## src/logic/vec_pkg.sv

```systemverilog
/*
 * Vector accelerator package
 * Lane count, vector sizes, element and index types, opcodes and the
 * host request and response formats shared by every block
 */

`default_nettype none

package vec_pkg;

  //////////////////////////////////////////////////
  // Sizes
  //////////////////////////////////////////////////

  localparam int NR_LANES       = 4;
  localparam int ELEMS_PER_LANE = 8;
  localparam int VLMAX          = NR_LANES * ELEMS_PER_LANE;
  localparam int NR_VREGS       = 32;
  localparam int ELEN           = 32;

  // Index widths derived from the sizes above
  localparam int LANE_IDX_W = $clog2(NR_LANES);
  localparam int ELEM_IDX_W = $clog2(ELEMS_PER_LANE);
  localparam int VREG_W     = $clog2(NR_VREGS);
  // One extra bit so oversized lengths can arrive and be rejected
  localparam int VL_W       = $clog2(VLMAX) + 1;

  //////////////////////////////////////////////////
  // Types
  //////////////////////////////////////////////////

  typedef logic [ELEN-1:0]       elen_t;
  typedef logic [VREG_W-1:0]     vreg_t;
  typedef logic [VL_W-1:0]       vl_t;
  typedef logic [ELEM_IDX_W-1:0] lane_elem_t;

  typedef enum logic [2:0] {
    OP_VADD_VV = 3'd0,
    OP_VSUB_VV = 3'd1,
    OP_VXOR_VV = 3'd2,
    OP_VADD_VX = 3'd3,
    OP_VMV_VX  = 3'd4,
    OP_VEXT_XV = 3'd5
  } vec_op_e;

  // Host request, 56 bits
  typedef struct packed {
    vec_op_e op;
    vreg_t   vd;
    vreg_t   vs1;
    vreg_t   vs2;
    // Scalar operand, or element index for an extract
    elen_t   scalar;
    vl_t     vl;
  } acc_req_t;

  // Host response, 33 bits
  typedef struct packed {
    elen_t result;
    logic  error;
  } acc_resp_t;

endpackage

`default_nettype wire

```

## src/logic/vec_sequencer.sv

```systemverilog
/*
 * Vector sequencer
 * Broadcasts the issued instruction to all lanes, tracks lane completion
 * and returns the extracted element to the dispatcher
 */

`timescale 1ns/1ps
`default_nettype none

module vec_sequencer (
  input  logic                                     clk_i,
  input  logic                                     reset_i,
  // Dispatcher side
  input  logic                                     issue_i,
  input  vec_pkg::acc_req_t                        insn_i,
  output logic                                     done_o,
  output vec_pkg::elen_t                           result_o,
  // Lane side
  output logic                                     lane_start_o,
  output vec_pkg::acc_req_t                        lane_insn_o,
  input  logic           [vec_pkg::NR_LANES-1:0]   lane_done_i,
  input  vec_pkg::elen_t [vec_pkg::NR_LANES-1:0]   lane_elem_i
);

  import vec_pkg::*;

  acc_req_t              insn_q;
  logic                  start_q;
  logic                  busy_q;
  logic                  fin_q;
  logic   [NR_LANES-1:0] seen_q;
  logic   [NR_LANES-1:0] seen_all;
  logic                  last_done;
  elen_t                 result_q;

  assign seen_all  = seen_q | lane_done_i;
  assign last_done = busy_q && (&seen_all);

  assign lane_start_o = start_q;
  // Held for the whole instruction, lanes read it directly
  assign lane_insn_o  = insn_q;
  assign done_o       = fin_q;
  assign result_o     = result_q;

  always_ff @(posedge clk_i) begin
    if (issue_i) begin
      insn_q <= insn_i;
    end
    if (last_done) begin
      // Owning lane is the low bits of the element index
      result_q <= (insn_q.op == OP_VEXT_XV) ?
                  lane_elem_i[insn_q.scalar[LANE_IDX_W-1:0]] : '0;
    end
  end

  // Sticky per-lane done bits
  always_ff @(posedge clk_i) begin
    if (reset_i) begin
      start_q <= 1'b0;
      busy_q  <= 1'b0;
      fin_q   <= 1'b0;
      seen_q  <= '0;
    end else begin
      start_q <= issue_i;
      fin_q   <= last_done;
      if (start_q) begin
        busy_q <= 1'b1;
        seen_q <= '0;
      end else if (busy_q) begin
        seen_q <= seen_all;
        if (&seen_all) busy_q <= 1'b0;
      end
    end
  end

  a_single_done : assert property (@(posedge clk_i) disable iff (reset_i)
    (lane_done_i & seen_q) == '0);

endmodule

`default_nettype wire

```

## config.mk

```make
export PLATFORM = sky130hd
export DESIGN_NAME = vec_sequencer
export DESIGN_NICKNAME = d
export VERILOG_FILES = /design/src/logic/vec_pkg.sv /design/src/logic/vec_sequencer.sv
export SDC_FILE = /design/constraint.sdc
export NUM_CORES = 1
export LEC_CHECK = 0
export BUFFER_PORTS_ARGS = -buffer_cell sky130_fd_sc_hd__buf_2
export CAP_MARGIN = 40
export CORE_AREA = 2 2 109 111
export DETAILED_ROUTE_END_ITERATION = 10
export DIE_AREA = 0 0 111 113
export PLACE_DENSITY = 0.74
export SYNTH_ARGS = -nofsm -noshare
export SYNTH_HDL_FRONTEND = slang
export SYNTH_SLANG_ARGS = --single-unit
```

## constraint.sdc

```tcl
create_clock -name clk_i -period 3.3 [get_ports clk_i]
set_clock_uncertainty 0.05 [all_clocks]
set_input_delay 0.165 -clock clk_i [delete_from_list [all_inputs] [get_ports clk_i]]
set_output_delay 0.165 -clock clk_i [all_outputs]
set_load 0.05 [all_outputs]
```

==> flow_metrics.tcl <==
set metrics [dict create \
    status "finished clean" \
    setup_slack_ns 1.27 \
    crit_required_ns 3.33 \
    arrival_ns 2.05 \
    p_per_area_nw_per_um2 484 \
    clock_sink_count 95 \
    ys_types 14 \
    postCtsResizedCells 0 \
    synthCells 187 \
    dr.pass1.iters 4 \
    setup_tns_ns 0 \
    fin_crit_sh 0.614 \
    cap_viol_max_count 0 \
    postLayoutCoreUtil 0.560 \
    period_minus_slack_ns 2.03 \
    drt_iter0_drc 91 \
    final_cell_area_um2 6310 \
    grt_pass1_vias 3267 \
    wl_um 11500 \
    hold_depth 2 \
    rows 39 \
    clk_latency_ns 0.33 \
    slew_violations 0 \
    synth.cell_area_um2 3870 \
    grt_max_degree 36 \
    clockBufferDepth 2 \
    critPathKind "reg -> reg" \
    fp.dieW_um 111 \
    ir_worst_vdd_mv 0.281 \
    worstSetupEndpointType "flop" \
    path_clk_slew_ns 0.07 \
    hpwl_um 8670 \
    avgSynthCellArea_um2 20.7 \
    htreeDepth 3 \
    r2r_slack_ns 1.27 \
    syn_nets 378 \
    ioPinCount 281 \
    yosys_warnings 0 \
    min_to "lane_start_o" \
    worstHoldStart "reset_i" \
    power.leakage_nw 2.70 \
    syn2layout_area_growth_pct 63.0 \
    fp.coreArea_um2 11300 \
    cts-root-buf "clkbuf_16" \
    r2r_cells 3 \
    start_kind "flop" \
    drive_above_1_share 0.625 \
    cts_made_buffers 9 \
    postPlaceCellArea_um2 5430 \
    die_h_um 113 \
    dp_slack_ns 1.24 \
    portBuffers 280 \
    finalSetupViolCount 0 \
    wl_per_cell_um 16.9 \
    ant_nets 0 \
    drc 0 \
    r2r_start "lane_insn_o[6]" \
    rsz0062_at_grt "false" \
    final_nets 720 \
    grt_pass1_wl_um 17000 \
    cts_tree "yes" \
    post_drt_via_cell_ratio 4.55 \
    crit_fanout 30 \
    die_area_um2 12500 \
    antenna_found_initial 3 \
    place_congestion 0.807 \
    postCtsSetupRepairBufs 0 \
    gr-total-overflow 0 \
    slew_headroom 0.627 \
    dr_total_vias 3096 \
    track_usage 0.179 \
    worst_pin_slew_ns 0.559 \
    ys_seq_area_frac 0.719 \
    ys_ff_latch 95 \
    start_util 0.343 \
    hp-class "in -> reg" \
    fmax_ghz 0.493 \
    rr_endpoint "result_o[0]" \
    hold_buffers 56 \
    final_hold_viol_count 0 \
]
-- cells in the mapped netlist (all sizes together) --
cell,number,share of area
buf,7,0.016
edfxtp,88,0.68
nor2b,33,0.053
a21oi,5,0.0065
nand3b,1,0.0019
clkbuf,3,0.0029
nor3,5,0.0065
o22ai,2,0.0032
nor4,1,0.0016
inv,2,0.0019
dfxtp,7,0.036
mux4,32,0.19
o21ai,1,0.0013
-- logic make-up after synthesis --
kind of cell           count (synthesis)  share of synthesized area
multiplexers                          32                      0.186
AO/OA/AOI/OAI                          8                     0.0110
AND/OR/NAND/NOR                       40                     0.0634
buffers and inverters                 12                     0.0204
flip-flops                            95                      0.719
-- how the worst max path moves through the flow --
stage / start / end
global route: lane_insn_o[6] / result_o[18]
CTS: lane_insn_o[6] / result_o[21]
floorplan: busy_q / result_o[0]
global placement: lane_insn_o[6] / result_o[11]
finish: lane_insn_o[6] / result_o[0]
detailed placement: lane_insn_o[6] / result_o[21]
-- cell type report --
type                    instances  area, um2
fillers                       910       4960
flip-flops and latches         95       2780
repair buffers                341       2010
multi-input cells              80       1010
clock buffers                   9        225
well taps                     143        179
clock inverters                 7       80.1
diodes                          4       10.0
inverters                       2       7.51
-- stage by stage --
step / cells / hold slack [ns] / power, W
after global placement: 604 / 0.292 / 0.00197
after global routing: 679 / 0.0277 / 0.00317
after floorplan: 187 / 0.184 / 0.00179
after CTS: 677 / 0.0139 / 0.00309
final: 681 / 0.0289 / 0.00305
after detailed placement: 605 / 0.293 / 0.00198
-- routing by layer --
metal | global-route usage | share of wire
met1 | 0.199 | 0.37
met2 | 0.331 | 0.53
met3 | 0.0541 | 0.083
met4 | 0.0575 | 0.022
met5 | 0 | 0
-- sequential cells by signal (all words and copies together) (netlist names) --
signal        count
seen_q            4
lane_start_o      1
busy_q            1
result_o         32
lane_insn_o      56
done_o            1
-- report_power, final --
| group | internal, W | switching (W) | total, W |
|---|---|---|---|
| clock network | 0.000596 | 0.000449 | 0.00105 |
| logic | 0.000261 | 0.000339 | 0.000601 |
| registers | 0.00138 | 0.0000225 | 0.00141 |
-- cells in the final DEF, fill, tap and decap left out, drive strengths merged --
cell,n
nand3b,1
buf,285
clkinv,3
dlygate4sd3,56
dfxtp,7
nor2b,33
nor4,1
edfxtp,88
a21oi,5
inv,4
nor3,5
diode,4
bufinv,1
mux4,32
o22ai,2
clkbuf,9
o21ai,1
clkinvlp,1
-- critical path: stages (launching register included) --
cell      delay [ns]
edfxtp_1        0.47
buf_4           0.53
mux4_2          0.57
nor2b_1         0.15
Note: power is estimated with default switching activity, not from simulation.
