### src/logic/vec_pkg.sv
/*
 * Vector accelerator package
 * Lane count, vector sizes, element and index types, opcodes and the
 * host request and response formats shared by every block
 */

`default_nettype none

package vec_pkg;

  //////////////////////////////////////////////////
  // Sizes
  //////////////////////////////////////////////////

  localparam int NR_LANES       = 4;
  localparam int ELEMS_PER_LANE = 8;
  localparam int VLMAX          = NR_LANES * ELEMS_PER_LANE;
  localparam int NR_VREGS       = 32;
  localparam int ELEN           = 32;

  // Index widths derived from the sizes above
  localparam int LANE_IDX_W = $clog2(NR_LANES);
  localparam int ELEM_IDX_W = $clog2(ELEMS_PER_LANE);
  localparam int VREG_W     = $clog2(NR_VREGS);
  // One extra bit so oversized lengths can arrive and be rejected
  localparam int VL_W       = $clog2(VLMAX) + 1;

  //////////////////////////////////////////////////
  // Types
  //////////////////////////////////////////////////

  typedef logic [ELEN-1:0]       elen_t;
  typedef logic [VREG_W-1:0]     vreg_t;
  typedef logic [VL_W-1:0]       vl_t;
  typedef logic [ELEM_IDX_W-1:0] lane_elem_t;

  typedef enum logic [2:0] {
    OP_VADD_VV = 3'd0,
    OP_VSUB_VV = 3'd1,
    OP_VXOR_VV = 3'd2,
    OP_VADD_VX = 3'd3,
    OP_VMV_VX  = 3'd4,
    OP_VEXT_XV = 3'd5
  } vec_op_e;

  // Host request, 56 bits
  typedef struct packed {
    vec_op_e op;
    vreg_t   vd;
    vreg_t   vs1;
    vreg_t   vs2;
    // Scalar operand, or element index for an extract
    elen_t   scalar;
    vl_t     vl;
  } acc_req_t;

  // Host response, 33 bits
  typedef struct packed {
    elen_t result;
    logic  error;
  } acc_resp_t;

endpackage

`default_nettype wire

### src/logic/vec_dispatcher.sv
/*
 * Vector dispatcher
 * Accepts host requests one at a time, rejects oversized vector lengths,
 * issues legal instructions to the sequencer and holds the response
 * until the host takes it
 */

`timescale 1ns/1ps
`default_nettype none

module vec_dispatcher (
  input  logic               clk_i,
  input  logic               reset_i,
  // Host request
  input  vec_pkg::acc_req_t  acc_req_i,
  input  logic               acc_req_valid_i,
  output logic               acc_req_ready_o,
  // Host response
  output vec_pkg::acc_resp_t acc_resp_o,
  output logic               acc_resp_valid_o,
  input  logic               acc_resp_ready_i,
  // Sequencer side
  output logic               issue_o,
  output vec_pkg::acc_req_t  insn_o,
  input  logic               done_i,
  input  vec_pkg::elen_t     result_i
);

  import vec_pkg::*;

  typedef enum logic [1:0] {
    ST_IDLE,
    ST_ISSUE,
    ST_WAIT,
    ST_RESP
  } disp_state_e;

  disp_state_e state_q, state_d;
  acc_req_t    req_q;
  acc_resp_t   resp_q;
  logic        accept;
  logic        vl_bad;

  assign accept = acc_req_valid_i && acc_req_ready_o;
  assign vl_bad = acc_req_i.vl > vl_t'(VLMAX);

  assign acc_req_ready_o  = state_q == ST_IDLE;
  assign acc_resp_valid_o = state_q == ST_RESP;
  assign acc_resp_o       = resp_q;
  assign issue_o          = state_q == ST_ISSUE;
  assign insn_o           = req_q;

  //////////////////////////////////////////////////
  // Control FSM
  //////////////////////////////////////////////////

  always_comb begin
    state_d = state_q;
    case (state_q)
      ST_IDLE:  if (accept) state_d = vl_bad ? ST_RESP : ST_ISSUE;
      ST_ISSUE: state_d = ST_WAIT;
      ST_WAIT:  if (done_i) state_d = ST_RESP;
      ST_RESP:  if (acc_resp_ready_i) state_d = ST_IDLE;
      default:  state_d = ST_IDLE;
    endcase
  end

  always_ff @(posedge clk_i) begin
    if (reset_i) begin
      state_q <= ST_IDLE;
    end else begin
      state_q <= state_d;
    end
  end

  // Request and response payload
  always_ff @(posedge clk_i) begin
    if (accept) begin
      req_q <= acc_req_i;
    end
    if (accept && vl_bad) begin
      resp_q.result <= '0;
      resp_q.error  <= 1'b1;
    end else if (done_i) begin
      resp_q.result <= result_i;
      resp_q.error  <= 1'b0;
    end
  end

  // Sequencer must only complete an instruction that was issued
  a_done_in_wait : assert property (@(posedge clk_i) disable iff (reset_i)
    done_i |-> state_q == ST_WAIT);

endmodule

`default_nettype wire

### config.mk
export PLATFORM = sky130hd
export DESIGN_NAME = vec_dispatcher
export DESIGN_NICKNAME = d
export VERILOG_FILES = /design/src/logic/vec_pkg.sv /design/src/logic/vec_dispatcher.sv
export SDC_FILE = /design/constraint.sdc
export NUM_CORES = 1
export LEC_CHECK = 0
export BUFFER_PORTS_ARGS = -buffer_cell sky130_fd_sc_hd__buf_4
export CORE_UTILIZATION = 34
export CTS_CLUSTER_DIAMETER = 30
export DETAILED_ROUTE_END_ITERATION = 7
export GPL_ROUTABILITY_DRIVEN = 1
export HOLD_SLACK_MARGIN = 0.12
export PLACE_DENSITY = 0.7
export SYNTH_ARGS = -nofsm -noshare
export SYNTH_HDL_FRONTEND = slang
export SYNTH_SLANG_ARGS = --single-unit
### constraint.sdc
create_clock -name clk_i -period 5.3 [get_ports clk_i]
set_input_delay 1.06 -clock clk_i [delete_from_list [all_inputs] [get_ports clk_i]]
set_output_delay 1.06 -clock clk_i [all_outputs]
set_load 0.02 [all_outputs]
==> Flow_metrics.wiki <==
{| class="wikitable"
! Metric !! Value
|-
| Outcome || complete, no violations
|-
| Skew final || 0.00935 ns
|-
| Area of the mapped netlist || 0.00304 mm^2
|-
| Achievable frequency || 420 MHz
|-
| Total via count in the routed design || 2160
|-
| Gp weighted congestion || 0.782
|-
| Final Power || 2.21 mW
|-
| Path class of the lowest-slack min-delay path || reg -> reg
|-
| Number of max-slew violations in the final report || 0
|-
| Synth cell types || 19
|-
| Core box area || 0.00868 mm^2
|-
| Unrepaired setup endpoints after global routing || false
|-
| Combinational cell fraction of total power || 31.4%
|-
| Setup violators final || 0
|-
| Crit path max-delay cell type || sky130_fd_sc_hd__dfxtp_1
|-
| Leakage power || 2.17 nW
|-
| Cells after synthesis || 184
|-
| Count of placed standard cells in the final layout, fillers left out || 485
|-
| Final HPWL DP || 5550 um
|-
| Slack of the worst reg-to-reg path || 3.42 ns
|-
| Power Density || 467 mW/mm^2
|-
| Placed Instances || 470
|-
| Data arrival time of the critical path || 1.32 ns
|-
| Insertion delay of the later-clocked pin in the worst-skew pair || 0.35 ns
|-
| Share of the clock period used by the worst path after layout || 45.0%
|-
| Required time reported for the critical path endpoint || 4.24 ns
|-
| Number of buffers added to fix hold violations after cts || 0
|-
| Sort of element at the start of the critical path || register
|-
| Internal power of the cells || 1.50 mW
|-
| Clock tree root driver cell || sky130_fd_sc_hd__clkbuf_8
|-
| Wire length of the first global-routing pass || 11500 um
|-
| Antenna violations before repair || 0
|-
| Endpoint type of the worst setup path || output port
|-
| Post-synthesis compound-gate area fraction || 1.89%
|-
| Area of all placed cells without fillers || 0.00473 mm^2
|-
| Total Routing Usage GR || 16.1%
|-
| Final hold vios || 0
|-
| Number of buffers inserted during clock tree synthesis || 9
|-
| Die Ht || 96.6 um
|-
| Via density per instance || 4.45
|-
| Cells resized by post-CTS repair || 0
|-
| Post-synthesis simple-gate area fraction || 5.67%
|-
| Average footprint of a synthesized cell || 16.5 um^2
|-
| Buffers added on ports || 184
|-
| Total detailed-routing wirelength || 7560 um
|-
| Max Cap Violations || 0
|-
| Number of buffers and inverters on the critical path || 2
|-
| Net switching fraction of the power || 31.9%
|-
| Class of the most critical setup path || reg -> out
|-
| Horizontal die dimension || 96.6 um
|-
| Combinational family with the most area after synthesis || multiplexers
|-
| Final Worst Setup Slack || 2.92 ns
|-
| Fraction of synthesized cell area in xor and xnor cells || 0%
|-
| Cell area reported after detailed placement || 0.00452 mm^2
|-
| Post-placement worst setup slack || 2.68 ns
|-
| Post-CTS Setup Bufs || 0
|-
| Fraction of final layout cells sized beyond drive strength 1 || 54.1%
|-
| Kind of cell with the highest combined delay on the critical path || flip-flops
|-
| Detailed Route Iter0 Violations || 60
|-
| Final net count || 470
|-
| Top-Level Pins || 185
|-
| Maximum ir drop on the vdd rail || 0.178 mV
|-
| Proportion of power drawn by flip-flops and latches || 45.9%
|-
| Number of synthesis warnings || 0
|-
| Sequential-to-total area share from yosys stat || 78.3%
|-
| Clock Pin Slew Worst Setup and Hold Paths || 0.09 ns
|-
| Clock net sink count || 91
|-
| Buffers from clock root to sink, at most || 2
|-
| Layout overhead on the synthesized area || 55.4%
|-
| Transition at the pin with the smallest max-transition slack || 0.686 ns
|-
| Syn Nets || 281
|-
| Minimum period implied by the final worst setup slack || 2.38 ns
|-
| Switching Power || 0.704 mW
|-
| Detail Route Antenna Nets || 0
|-
| Mux contribution to synthesized area || 10.5%
|-
| WHS || 0.477 ns
|-
| Largest fanout on the critical path || 7
|-
| Total of fill cells in the finished design || 730
|-
| Final cell utilization of the core || 54.5%
|-
| Aggregate negative setup slack || 0 ns
|-
| Post-Synth Adder-Cell Area || 1.64%
|-
| DRC errors left || 0
|-
| Clock share of power || 22.7%
|-
| Initial Utilization || 35.1%
|-
| Slew headroom || 54.3%
|-
| Vias in the first global route || 2161
|-
| Total Die Area || 0.00934 mm^2
|-
| CTS H-tree depth || 3
|-
| Cell breakdown of the critical path || inv_1, ha_1, buf_4
|-
| Pin count of the biggest net entering global routing || 57
|-
| TritonCTS clock tree || yes
|-
| Routed length per instance || 15.6 um
|-
| Number of rows created at floorplan || 34
|-
| Worst stage delay on the critical path || 0.41 ns
|-
| Synth Register Bits || 91
|-
| Pre-Repair DR Iteration Count || 4
|-
| Diode insertion count for antenna repair || 0
|-
| Overflow left after global routing || 0
|}
## metal layers
metal / GRT usage (%) / wire [um] / vias to the layer above
li1: - / - / 1031
met2: 26.3 / 3620 / 125
met4: 6.54 / 122 / 0
met3: 5.27 / 655 / 10
met1: 19.8 / 3160 / 994
met5: 0 / 0 / -
## area by class of cell
cell class	instances	area [um^2]	share of cell area [%]
clock inverters	6	87.6	1.85
inverters	3	11.3	0.238
flip-flops and latches	91	2380	50.4
multi-input cells	83	602	12.7
clock buffers	9	124	2.62
repair buffers	185	1390	29.4
well taps	108	135	2.86
## placed cells by master, fill, tap and decap left out
cell type,Yosys,layout
sky130_fd_sc_hd__buf_4,0,185
sky130_fd_sc_hd__edfxtp_1,56,56
sky130_fd_sc_hd__dfxtp_1,35,35
sky130_fd_sc_hd__nor2_1,33,33
sky130_fd_sc_hd__mux2i_1,32,32
sky130_fd_sc_hd__clkbuf_8,0,9
sky130_fd_sc_hd__nand2b_1,4,4
sky130_fd_sc_hd__ha_1,4,4
sky130_fd_sc_hd__inv_1,3,3
sky130_fd_sc_hd__a31oi_1,2,2
sky130_fd_sc_hd__inv_6,0,2
sky130_fd_sc_hd__bufinv_16,0,2
sky130_fd_sc_hd__and2_2,0,1
sky130_fd_sc_hd__or4_4,1,1
sky130_fd_sc_hd__o2111a_2,1,1
sky130_fd_sc_hd__and3_1,1,1
sky130_fd_sc_hd__a211oi_1,1,1
sky130_fd_sc_hd__o211ai_1,1,1
sky130_fd_sc_hd__a311oi_1,1,1
sky130_fd_sc_hd__a21o_2,1,1
sky130_fd_sc_hd__clkinvlp_2,0,1
sky130_fd_sc_hd__clkinv_2,0,1
## cells in the mapped netlist, drive strengths merged
cell,n,share of area [%]
edfxtp,56,55
nand2b,4,0.82
dfxtp,35,23
o211ai,1,0.25
nor2,33,4.1
mux2i,32,11
and3,1,0.21
a21o,1,0.29
a211oi,1,0.25
buf,7,1.6
a31oi,2,0.41
o2111a,1,0.41
and2,1,0.21
or4,1,0.37
a311oi,1,0.29
inv,3,0.37
ha,4,1.6
## registers in the layout, summed over array words and instances, names as in the netlist
register / cells
acc_resp_o: 33
state_q: 2
insn_o: 56
## cells by family after synthesis
kind of cell    after synthesis
compound gates                7
flops                        91
fa+ha+maj                     4
buf+inv                      10
mux                          32
simple gates                 40
## power by group through the flow
| stage | Clock (mW) | Sequential, mW | Combinational, mW |
|---|---|---|---|
| after floorplan | 0 | 1.22 | 0.162 |
| after global placement | 0 | 1.02 | 0.690 |
| after detailed placement | 0 | 1.03 | 0.703 |
| after CTS | 0.517 | 1.01 | 0.702 |
| after global routing | 0.541 | 1.03 | 0.734 |
| final | 0.501 | 1.01 | 0.693 |
## worst paths after layout
check / startpoint / end / depth (start not counted)
worst max-delay path: state_q[0] / acc_req_ready_o / 3
worst min-delay path: acc_resp_o[0] / acc_resp_o[0] / 1
worst max register to register: state_q[0] / insn_o[20] / 4
worst min register to register: acc_resp_o[0] / acc_resp_o[0] / 1
(Power assumes the default switching activity.)
